===== config.mk =====
export PLATFORM = sky130hd
export DESIGN_NAME = systolic_core
export DESIGN_NICKNAME = d
export VERILOG_FILES = /design/src/rtl/mac_pkg.sv /design/src/rtl/systolic_core.sv /design/src/rtl/result_accum.sv /design/src/rtl/psum_deskew.sv /design/src/rtl/pe_array.sv /design/src/rtl/mac_pe.sv /design/src/rtl/act_skew.sv
export SDC_FILE = /design/constraint.sdc
export NUM_CORES = 2
export LEC_CHECK = 0
export BUFFER_PORTS_ARGS = -buffer_cell sky130_fd_sc_hd__buf_4
export CORE_AREA = 2 2 408 410
export CTS_CLUSTER_DIAMETER = 120
export DETAILED_ROUTE_END_ITERATION = 10
export DIE_AREA = 0 0 410 412
export PLACE_DENSITY = 0.8
export SYNTH_ARGS = -nofsm -noshare
export SYNTH_HDL_FRONTEND = slang
export SYNTH_HIERARCHICAL = 1
export SYNTH_SLANG_ARGS = --single-unit

===== constraint.sdc =====
create_clock -name clk -period 15.4 [get_ports clk]
set_input_delay 3.08 -clock clk [delete_from_list [all_inputs] [get_ports clk]]
set_output_delay 3.08 -clock clk [all_outputs]
set_load 0.05 [all_outputs]

===== src/rtl/mac_pkg.sv =====
package mac_pkg;

  // array geometry
  localparam int ROWS = 4;
  localparam int COLS = 4;

  // data widths
  localparam int A_W   = 8;
  localparam int W_W   = 8;
  localparam int P_W   = 20;
  localparam int ACC_W = 32;

  // result queue
  localparam int Q_DEPTH = 4;
  localparam int Q_AW    = $clog2(Q_DEPTH);

  // sample edge to aligned column sums
  localparam int ARRAY_LAT = ROWS + COLS - 1;

  // bit 1 pushes, bit 0 overwrites
  typedef enum logic [1:0] {
    ACC_ADD       = 2'd0,
    ACC_LOAD      = 2'd1,
    ACC_ADD_PUSH  = 2'd2,
    ACC_LOAD_PUSH = 2'd3
  } acc_op_e;

  typedef logic [ROWS-1:0][A_W-1:0] act_data_t;

  typedef struct packed {
    logic      valid;
    acc_op_e   op;
    act_data_t data;
  } act_vec_t;

  typedef struct packed {
    logic                     load;
    logic [COLS-1:0][W_W-1:0] w;
  } wgt_vec_t;

  typedef struct packed {
    logic [COLS-1:0][P_W-1:0] p;
  } psum_vec_t;

  typedef logic [COLS-1:0][ACC_W-1:0] acc_row_t;

endpackage

===== src/rtl/systolic_core.sv =====
`timescale 1ns/1ns

module systolic_core import mac_pkg::*; (
  input  logic     clk,
  input  logic     rst_n,
  input  act_vec_t act,
  input  wgt_vec_t wgt,
  input  logic     rd_en,
  output acc_row_t acc_data,
  output logic     empty,
  output logic     overflow,
  output logic     busy
);

  act_data_t act_sk;
  psum_vec_t psum_raw;
  psum_vec_t psum_al;

  act_skew u_skew (
    .clk     (clk),
    .rst_n   (rst_n),
    .act_data(act.data),
    .act_skew(act_sk)
  );

  pe_array u_array (
    .clk     (clk),
    .rst_n   (rst_n),
    .act_skew(act_sk),
    .wgt     (wgt),
    .psum    (psum_raw)
  );

  psum_deskew u_deskew (
    .clk     (clk),
    .rst_n   (rst_n),
    .psum_in (psum_raw),
    .psum_out(psum_al)
  );

  // valid and op bypass the array and are delayed inside
  result_accum u_accum (
    .clk      (clk),
    .rst_n    (rst_n),
    .vec_valid(act.valid),
    .vec_op   (act.op),
    .psum     (psum_al),
    .rd_en    (rd_en),
    .acc_data (acc_data),
    .empty    (empty),
    .overflow (overflow),
    .busy     (busy)
  );

endmodule


===== src/rtl/result_accum.sv =====
`timescale 1ns/1ns

module result_accum import mac_pkg::*; (
  input  logic      clk,
  input  logic      rst_n,
  input  logic      vec_valid,
  input  acc_op_e   vec_op,
  input  psum_vec_t psum,
  input  logic      rd_en,
  output acc_row_t  acc_data,
  output logic      empty,
  output logic      overflow,
  output logic      busy
);

  logic [ARRAY_LAT-1:0] v_dly;
  acc_op_e              op_dly [ARRAY_LAT];

  logic     vld;
  acc_op_e  op;
  logic     push;
  logic     pop;
  logic     full;
  logic     do_push;
  acc_row_t acc_q;
  acc_row_t acc_nxt;

  acc_row_t         mem [Q_DEPTH];
  logic [Q_AW-1:0]  wr_ptr;
  logic [Q_AW-1:0]  rd_ptr;
  logic [Q_AW:0]    count;

  // valid and op ride alongside the array
  always_ff @(posedge clk or negedge rst_n) begin
    if (!rst_n) begin
      v_dly <= '0;
    end else begin
      v_dly <= {v_dly[ARRAY_LAT-2:0], vec_valid};
    end
  end

  always_ff @(posedge clk) begin
    op_dly[0] <= vec_op;
    for (int k = 1; k < ARRAY_LAT; k++) begin
      op_dly[k] <= op_dly[k-1];
    end
  end

  assign vld  = v_dly[ARRAY_LAT-1];
  assign op   = op_dly[ARRAY_LAT-1];
  assign busy = |v_dly;

  // sign-extend each column sum, then add or overwrite
  always_comb begin
    for (int c = 0; c < COLS; c++) begin
      if (op == ACC_LOAD || op == ACC_LOAD_PUSH) begin
        acc_nxt[c] = {{(ACC_W-P_W){psum.p[c][P_W-1]}}, psum.p[c]};
      end else begin
        acc_nxt[c] = acc_q[c] + {{(ACC_W-P_W){psum.p[c][P_W-1]}}, psum.p[c]};
      end
    end
  end

  always_ff @(posedge clk or negedge rst_n) begin
    if (!rst_n) begin
      acc_q <= '0;
    end else if (vld) begin
      acc_q <= acc_nxt;
    end
  end

  assign push    = vld && (op == ACC_ADD_PUSH || op == ACC_LOAD_PUSH);
  assign full    = (count == Q_DEPTH);
  assign empty   = (count == '0);
  assign pop     = rd_en && !empty;
  assign do_push = push && !full;

  // queue storage holds the updated row, not the old one
  always_ff @(posedge clk) begin
    if (do_push) begin
      mem[wr_ptr] <= acc_nxt;
    end
  end

  always_ff @(posedge clk or negedge rst_n) begin
    if (!rst_n) begin
      wr_ptr   <= '0;
      rd_ptr   <= '0;
      count    <= '0;
      overflow <= 1'b0;
    end else begin
      if (do_push) begin
        wr_ptr <= wr_ptr + 1'b1;
      end
      if (pop) begin
        rd_ptr <= rd_ptr + 1'b1;
      end
      case ({do_push, pop})
        2'b10:   count <= count + 1'b1;
        2'b01:   count <= count - 1'b1;
        default: count <= count;
      endcase
      // sticky until reset
      if (push && full) begin
        overflow <= 1'b1;
      end
    end
  end

  // first-word-fall-through head
  assign acc_data = mem[rd_ptr];

endmodule


===== src/rtl/psum_deskew.sv =====
`timescale 1ns/1ns

module psum_deskew import mac_pkg::*; (
  input  logic      clk,
  input  logic      rst_n,
  input  psum_vec_t psum_in,
  output psum_vec_t psum_out
);

  // column c is COLS-1-c cycles early, so it waits that long
  for (genvar c = 0; c < COLS; c++) begin : g_col
    localparam int DEPTH = COLS - 1 - c;

    if (DEPTH == 0) begin : g_direct
      assign psum_out.p[c] = psum_in.p[c];
    end else begin : g_delay
      logic [DEPTH-1:0][P_W-1:0] dly;

      always_ff @(posedge clk or negedge rst_n) begin
        if (!rst_n) begin
          dly <= '0;
        end else begin
          dly[0] <= psum_in.p[c];
          for (int k = 1; k < DEPTH; k++) begin
            dly[k] <= dly[k-1];
          end
        end
      end

      assign psum_out.p[c] = dly[DEPTH-1];
    end
  end

endmodule


===== src/rtl/pe_array.sv =====
`timescale 1ns/1ns

module pe_array import mac_pkg::*; (
  input  logic      clk,
  input  logic      rst_n,
  input  act_data_t act_skew,
  input  wgt_vec_t  wgt,
  output psum_vec_t psum
);

  // outputs of each cell
  logic [A_W-1:0] a_pass [ROWS][COLS];
  logic [P_W-1:0] p_pass [ROWS][COLS];
  logic [W_W-1:0] w_pass [ROWS][COLS];

  for (genvar r = 0; r < ROWS; r++) begin : g_r
    for (genvar c = 0; c < COLS; c++) begin : g_c
      logic [A_W-1:0] a_in;
      logic [P_W-1:0] p_in;
      logic [W_W-1:0] w_in;

      // activations enter at the left edge
      if (c == 0) begin : g_a_edge
        assign a_in = act_skew[r];
      end else begin : g_a_mid
        assign a_in = a_pass[r][c-1];
      end

      // top row starts from zero, weights enter here too
      if (r == 0) begin : g_top
        assign p_in = '0;
        assign w_in = wgt.w[c];
      end else begin : g_below
        assign p_in = p_pass[r-1][c];
        assign w_in = w_pass[r-1][c];
      end

      mac_pe u_pe (
        .clk   (clk),
        .rst_n (rst_n),
        .w_load(wgt.load),
        .w_in  (w_in),
        .w_out (w_pass[r][c]),
        .a_in  (a_in),
        .a_out (a_pass[r][c]),
        .p_in  (p_in),
        .p_out (p_pass[r][c])
      );
    end
  end

  // bottom row holds the finished column sums
  for (genvar c = 0; c < COLS; c++) begin : g_out
    assign psum.p[c] = p_pass[ROWS-1][c];
  end

endmodule


===== src/rtl/mac_pe.sv =====
`timescale 1ns/1ns

module mac_pe import mac_pkg::*; (
  input  logic                  clk,
  input  logic                  rst_n,
  input  logic                  w_load,
  input  logic signed [W_W-1:0] w_in,
  output logic signed [W_W-1:0] w_out,
  input  logic signed [A_W-1:0] a_in,
  output logic signed [A_W-1:0] a_out,
  input  logic signed [P_W-1:0] p_in,
  output logic signed [P_W-1:0] p_out
);

  logic signed [W_W-1:0] w_q;

  // stationary weight, also the next stage of the shift chain
  always_ff @(posedge clk or negedge rst_n) begin
    if (!rst_n) begin
      w_q <= '0;
    end else if (w_load) begin
      w_q <= w_in;
    end
  end

  assign w_out = w_q;

  always_ff @(posedge clk or negedge rst_n) begin
    if (!rst_n) begin
      a_out <= '0;
      p_out <= '0;
    end else begin
      a_out <= a_in;
      // operands sign-extended to P_W before the multiply
      p_out <= p_in + a_in * w_q;
    end
  end

endmodule


===== src/rtl/act_skew.sv =====
`timescale 1ns/1ns

module act_skew import mac_pkg::*; (
  input  logic      clk,
  input  logic      rst_n,
  input  act_data_t act_data,
  output act_data_t act_skew
);

  // row r goes through r registers
  for (genvar r = 0; r < ROWS; r++) begin : g_row
    if (r == 0) begin : g_direct
      assign act_skew[r] = act_data[r];
    end else begin : g_delay
      logic [r-1:0][A_W-1:0] dly;

      always_ff @(posedge clk or negedge rst_n) begin
        if (!rst_n) begin
          dly <= '0;
        end else begin
          dly[0] <= act_data[r];
          for (int k = 1; k < r; k++) begin
            dly[k] <= dly[k-1];
          end
        end
      end

      assign act_skew[r] = dly[r-1];
    end
  end

endmodule


## After elaboration in Yosys (flattened, before gate mapping)

Memories as Yosys holds them, arrays and structs flattened.
Index checks and enable logic that the tools add are counted.

- Memories kept: 2
- Bits in writable memories: 526
- Register bits: 855
- Bits of input ports: 71
- Output and inout port bits: 131

- Mux-type cells: 7
- $mul: 16
- Add/sub/neg operators: 20
- Equality and inequality tests: 6
- Reduce and logical (&&, ||, !) cells: 11

Memory list:

| name | words | width | read ports | clocked after memory_dff | write ports | line | text |
|---|---|---|---|---|---|---|---|
| u_accum.mem | 4 | 128 | 1 | 0 | 1 | result_accum.sv:28 | `acc_row_t mem [Q_DEPTH];` |
| u_accum.op_dly | 7 | 2 | 7 | 0 | 7 | result_accum.sv:17 | `acc_op_e op_dly [ARRAY_LAT];` |

Operators with widths:

| operator | number |
|---|---|
| $mul 8x8->16 | 16 |
| $add 20x16->20 | 12 |
| $add 32x32->32 | 4 |
| $mux 32 | 4 |
| $reduce_or 7->1 | 1 |
| $eq 2x2->1 const B | 3 |
| $pmux 3 s2 | 1 |
| $add 2x1->2 const B | 2 |
| $eq 2x1->1 const B | 2 |
| $logic_and 1x1->1 | 4 |
| $add 3x1->3 const B | 1 |
| $eq 3x3->1 const B | 1 |
| $logic_not 3->1 | 1 |
| $sub 3x1->3 const B | 1 |
| $logic_not 1->1 | 2 |
| $logic_or 1x1->1 | 2 |
| $mux 1 | 2 |
| $reduce_bool 2->1 | 1 |

## Depth between registers and ports, before layout

An unclocked memory read counts as a cell.

- Depth after elaboration: 7
- Mapped depth: 25
- Depth with buffers taken out: 25

## Cells and area by module

The synthesis kept the hierarchy.

By module, submodules not included:

| module | seq. area each (sq um) | cells each | instances | area each (sq um) |
|---|---|---|---|---|
| result_accum | 19233.4 | 2190 | 1 | 31607.8 |
| mac_pe at u_array.g_r[0].g_c[0].u_pe ... | 900.9 | 450 | 6 | 4470.5 |
| mac_pe at u_array.g_r[2].g_c[2].u_pe ... | 900.9 | 459 | 4 | 4494.3 |
| mac_pe at u_array.g_r[1].g_c[3].u_pe | 900.9 | 471 | 1 | 4516.8 |
| mac_pe at u_array.g_r[0].g_c[1].u_pe | 900.9 | 451 | 1 | 4476.8 |
| mac_pe at u_array.g_r[3].g_c[2].u_pe | 900.9 | 451 | 1 | 4470.5 |
| mac_pe at u_array.g_r[2].g_c[1].u_pe | 900.9 | 454 | 1 | 4469.3 |
| mac_pe at u_array.g_r[2].g_c[0].u_pe | 900.9 | 442 | 1 | 4429.2 |
| mac_pe at u_array.g_r[3].g_c[3].u_pe | 900.9 | 445 | 1 | 4425.5 |
| psum_deskew | 3002.9 | 180 | 1 | 3453.3 |
| act_skew | 1201.2 | 72 | 1 | 1381.3 |
| pe_array | 0.0 | 1 | 1 | 3.8 |

## Least setup slack after synthesis

OpenSTA, ideal clock, no wires.

- Path type: input to register
- From: input port act[7] (netlist name)
- To: register u_array.g_r[0].g_c[0].u_pe.p_out[17]
- Library setup time: 0.119 ns
- Cell stages on the path: 20
- Path buffers: 1
- Arrival time: 7.718 ns
- Data required time: 15.281 ns
- Setup slack: 7.563 ns
- Cell sequence: buf_4 -> and2_1 -> fa_1 -> inv_1 -> fa_1 -> inv_1 -> fa_1 -> inv_1 -> fa_1 -> inv_1 -> ha_1 -> a21oi_1 -> o22ai_2 -> o41ai_2 -> xnor2_1 -> ha_1 -> nand2_1 -> nor3b_1 -> a21oi_1 -> and3_1

- Word-level cells in the longest chain between the ends: 1

RTL lines:

| item | line | text |
|---|---|---|
| start, declared | systolic_core.sv:6 | `input act_vec_t act,` |
| $mul 8x8->16 | mac_pe.sv:35 | `p_out <= p_in + a_in * w_q;` |
| end signal, assigned | mac_pe.sv:35 |  |
| end, declared | mac_pe.sv:12 | `output logic signed [P_W-1:0] p_out` |

No other way between the ends.
A chain may end at the register's enable or synchronous reset.

## Worst setup path after layout

Ends and elaborated chain as after synthesis.

==> flow_summary.ini <==
[critical_path]
slowest_delay_ps = 610
critPathTopFamily = adder cells
cp_max_fo = 9
cp_cell_sequence = buf_4 -> and2_1 -> fa_1 -> inv_1 -> fa_1 -> inv_1 -> fa_1 -> inv_1 -> fa_1 -> inv_1 -> ha_1 -> a21oi_1 -> o22ai_2 -> o41ai_2 -> xnor2_1 -> ha_1 -> nand2_1 -> nor3b_1 -> a21oi_1 -> and3_1
cp_num_buf_inv = 5
criticalPathCategory = primary input to flop
cp.arrival_ps = 8090
cp.required_ps = 16050
crit_path_end_kind = flop
worstSetupStartpointType = primary input
slowest_stage = fa_1

[routing]
drc = 0
initialDrtViolationCount = 4970
dr.pass1.iters = 5
postRouteAntennaNets = 0
drt-total-wl_mm = 227
detail_route.wl_per_cell_um = 18.6
vias_per_cell = 5.84
num_vias = 71447

[timing]
finalSetupTns_ps = 0
hold_viol_final = 0
fmax_ghz = 0.134
rsz0062_at_grt = no
setup_slack_ps = 7950
skew_ps = 60.1
worst_slew_pin_slew_ps = 1130
drv_slew = 0
finalSetupViolCount = 0
maxSlewHeadroom_pct = 24.8
holdWs_ps = 305
fin_crit_sh_pct = 48.4
fin_crit_ps = 7450

[yosys]
syn_area_um2 = 107000
syn_inst = 9661
yosysWarnings = 6
syn_area_per_cell_um2 = 11.1

[place]
dpl_cell_area_um2 = 111000
place_ws_ps = 7180
dp_hpwl_mm = 167
place_congestion = 0.888
port_buffers = 201

[final_layout]
seq_area_um2 = 37100
n_antenna_cell = 0
fin_nets = 11820
multi_input_area_um2 = 63900
drive_gt1_share_pct = 10.4
n_fill_cell = 11314
postLayoutCellArea_um2 = 116000
synthToLayoutAreaGrowth_pct = 8.39

[clock_tree]
clk_pin_slew_ps = 60
postCtsSetupBuffers = 0
cts_hold_buf = 0
ctsHtreeMaxLevel = 4
clock_sink_count = 1381
cts-root-buf = clkbuf_16
cts-buffers-inserted = 148
cts-resized-gates = 0
cts_tree = yes
clock_path_buffers = 3
insertion_delay_ps = 820

[global_route]
grt_max_degree = 200
grt_pass1_wl_mm = 380
grtUsageMet2_pct = 48.5
antenna_found_initial = 0
top_usage_layer = met2
grt_usage_pct = 27.6
grt_pass1_vias = 75067
use_met1_pct = 37.2
grt.met3_usage_pct = 3.11
overflow = 0

[outcome]
outcome = finished clean

[die]
initial_core_util_pct = 65.3
die_height_um = 412
core_um2 = 164000
chipWidth_um = 410
pin_count = 202
rows = 149
dieArea_um2 = 169000

[flow_run]
timing.max_cap.violations = 0

[min_path]
hold_class = flop to flop
[final timing paths]
| path | startpoint | to | slack [ps] | cells after the start |
|---|---|---|---|---|
| max in group asynchronous | rst_n | u_array/g_r[1].g_c[0].u_pe/p_out[2]$_DFF_PN0_ | 10040 | 4 |
| setup reg to reg | u_array/g_r[2].g_c[0].u_pe/w_out[3]$_DFFE_PN0P_ | u_array/g_r[2].g_c[0].u_pe/p_out[17]$_DFF_PN0_ | 8850 | 22 |
| hold / removal | u_skew/g_row[3].g_delay.dly[0]$_DFF_PN0_ | u_skew/g_row[3].g_delay.dly[8]$_DFF_PN0_ | 300 | 0 |
| min in group asynchronous | rst_n | u_array/g_r[0].g_c[1].u_pe/w_out[0]$_DFFE_PN0P_ | 2290 | 1 |
| setup / recovery | act[7] | u_array/g_r[0].g_c[0].u_pe/p_out[17]$_DFF_PN0_ | 7950 | 20 |
| hold reg to reg | u_skew/g_row[3].g_delay.dly[0]$_DFF_PN0_ | u_skew/g_row[3].g_delay.dly[8]$_DFF_PN0_ | 300 | 0 |
[routing by layer]
layer  up-vias  routed length [um]
li1      32934                   -
met1     36330               96500
met2      1859              116000
met3       324               10600
met4         0                4370
met5         -                   0
[registers in the layout, summed over array words and instances, names as in the netlist]
register	count
u_skew/act_skew	16
u_accum/mem	512
u_accum/op_dly	14
u_accum/acc_q	128
u_accum/wr_ptr	2
u_accum/v_dly	7
u_deskew/g_col.g_delay.dly	80
u_array/g_r.g_c.u_pe/w_out	128
u_array/g_r.g_c.u_pe/a_out	96
u_accum/count	3
u_accum/rd_ptr	2
u_accum/overflow	1
u_deskew/psum_out	40
u_skew/g_row.g_delay.dly	32
u_array/g_r.g_c.u_pe/p_out	320
[placed cells by master (no fill, tap or decap), types with 192 or more instances in the layout]
| cell type | count |
|---|---|
| a21o_1 | 192 |
| inv_1 | 1469 |
| nand2_1 | 548 |
| mux2_2 | 255 |
| fa_1 | 901 |
| o21ai_0 | 333 |
| and2_1 | 717 |
| edfxtp_1 | 512 |
| dfrtp_1 | 852 |
| buf_4 | 218 |
| a21oi_1 | 446 |
| ha_1 | 929 |
| xnor2_1 | 410 |
| nor2_1 | 267 |
[layout make-up]
| cell class | count | area share, % |
|---|---|---|
| multi-input combinational | 6695 | 55.0 |
| sequential | 1381 | 31.9 |
| inverter | 1469 | 4.74 |
| clock buffer | 212 | 3.74 |
| tap | 2189 | 2.36 |
| timing repair buffer | 224 | 1.50 |
| clock inverter | 64 | 0.778 |
[stage by stage]
step / utilization, % / std cells
6_report: 70.8 / 12234
5_1_grt: 70.8 / 12234
3_3_place_gp: 67.6 / 11958
4_1_cts: 70.8 / 12234
3_5_place_dp: 67.6 / 11958
2_1_floorplan: - / 9752
Power is left out: the tool's default activity adds up to more than one toggle a clock period on the data nets, which glitch-free logic cannot reach.
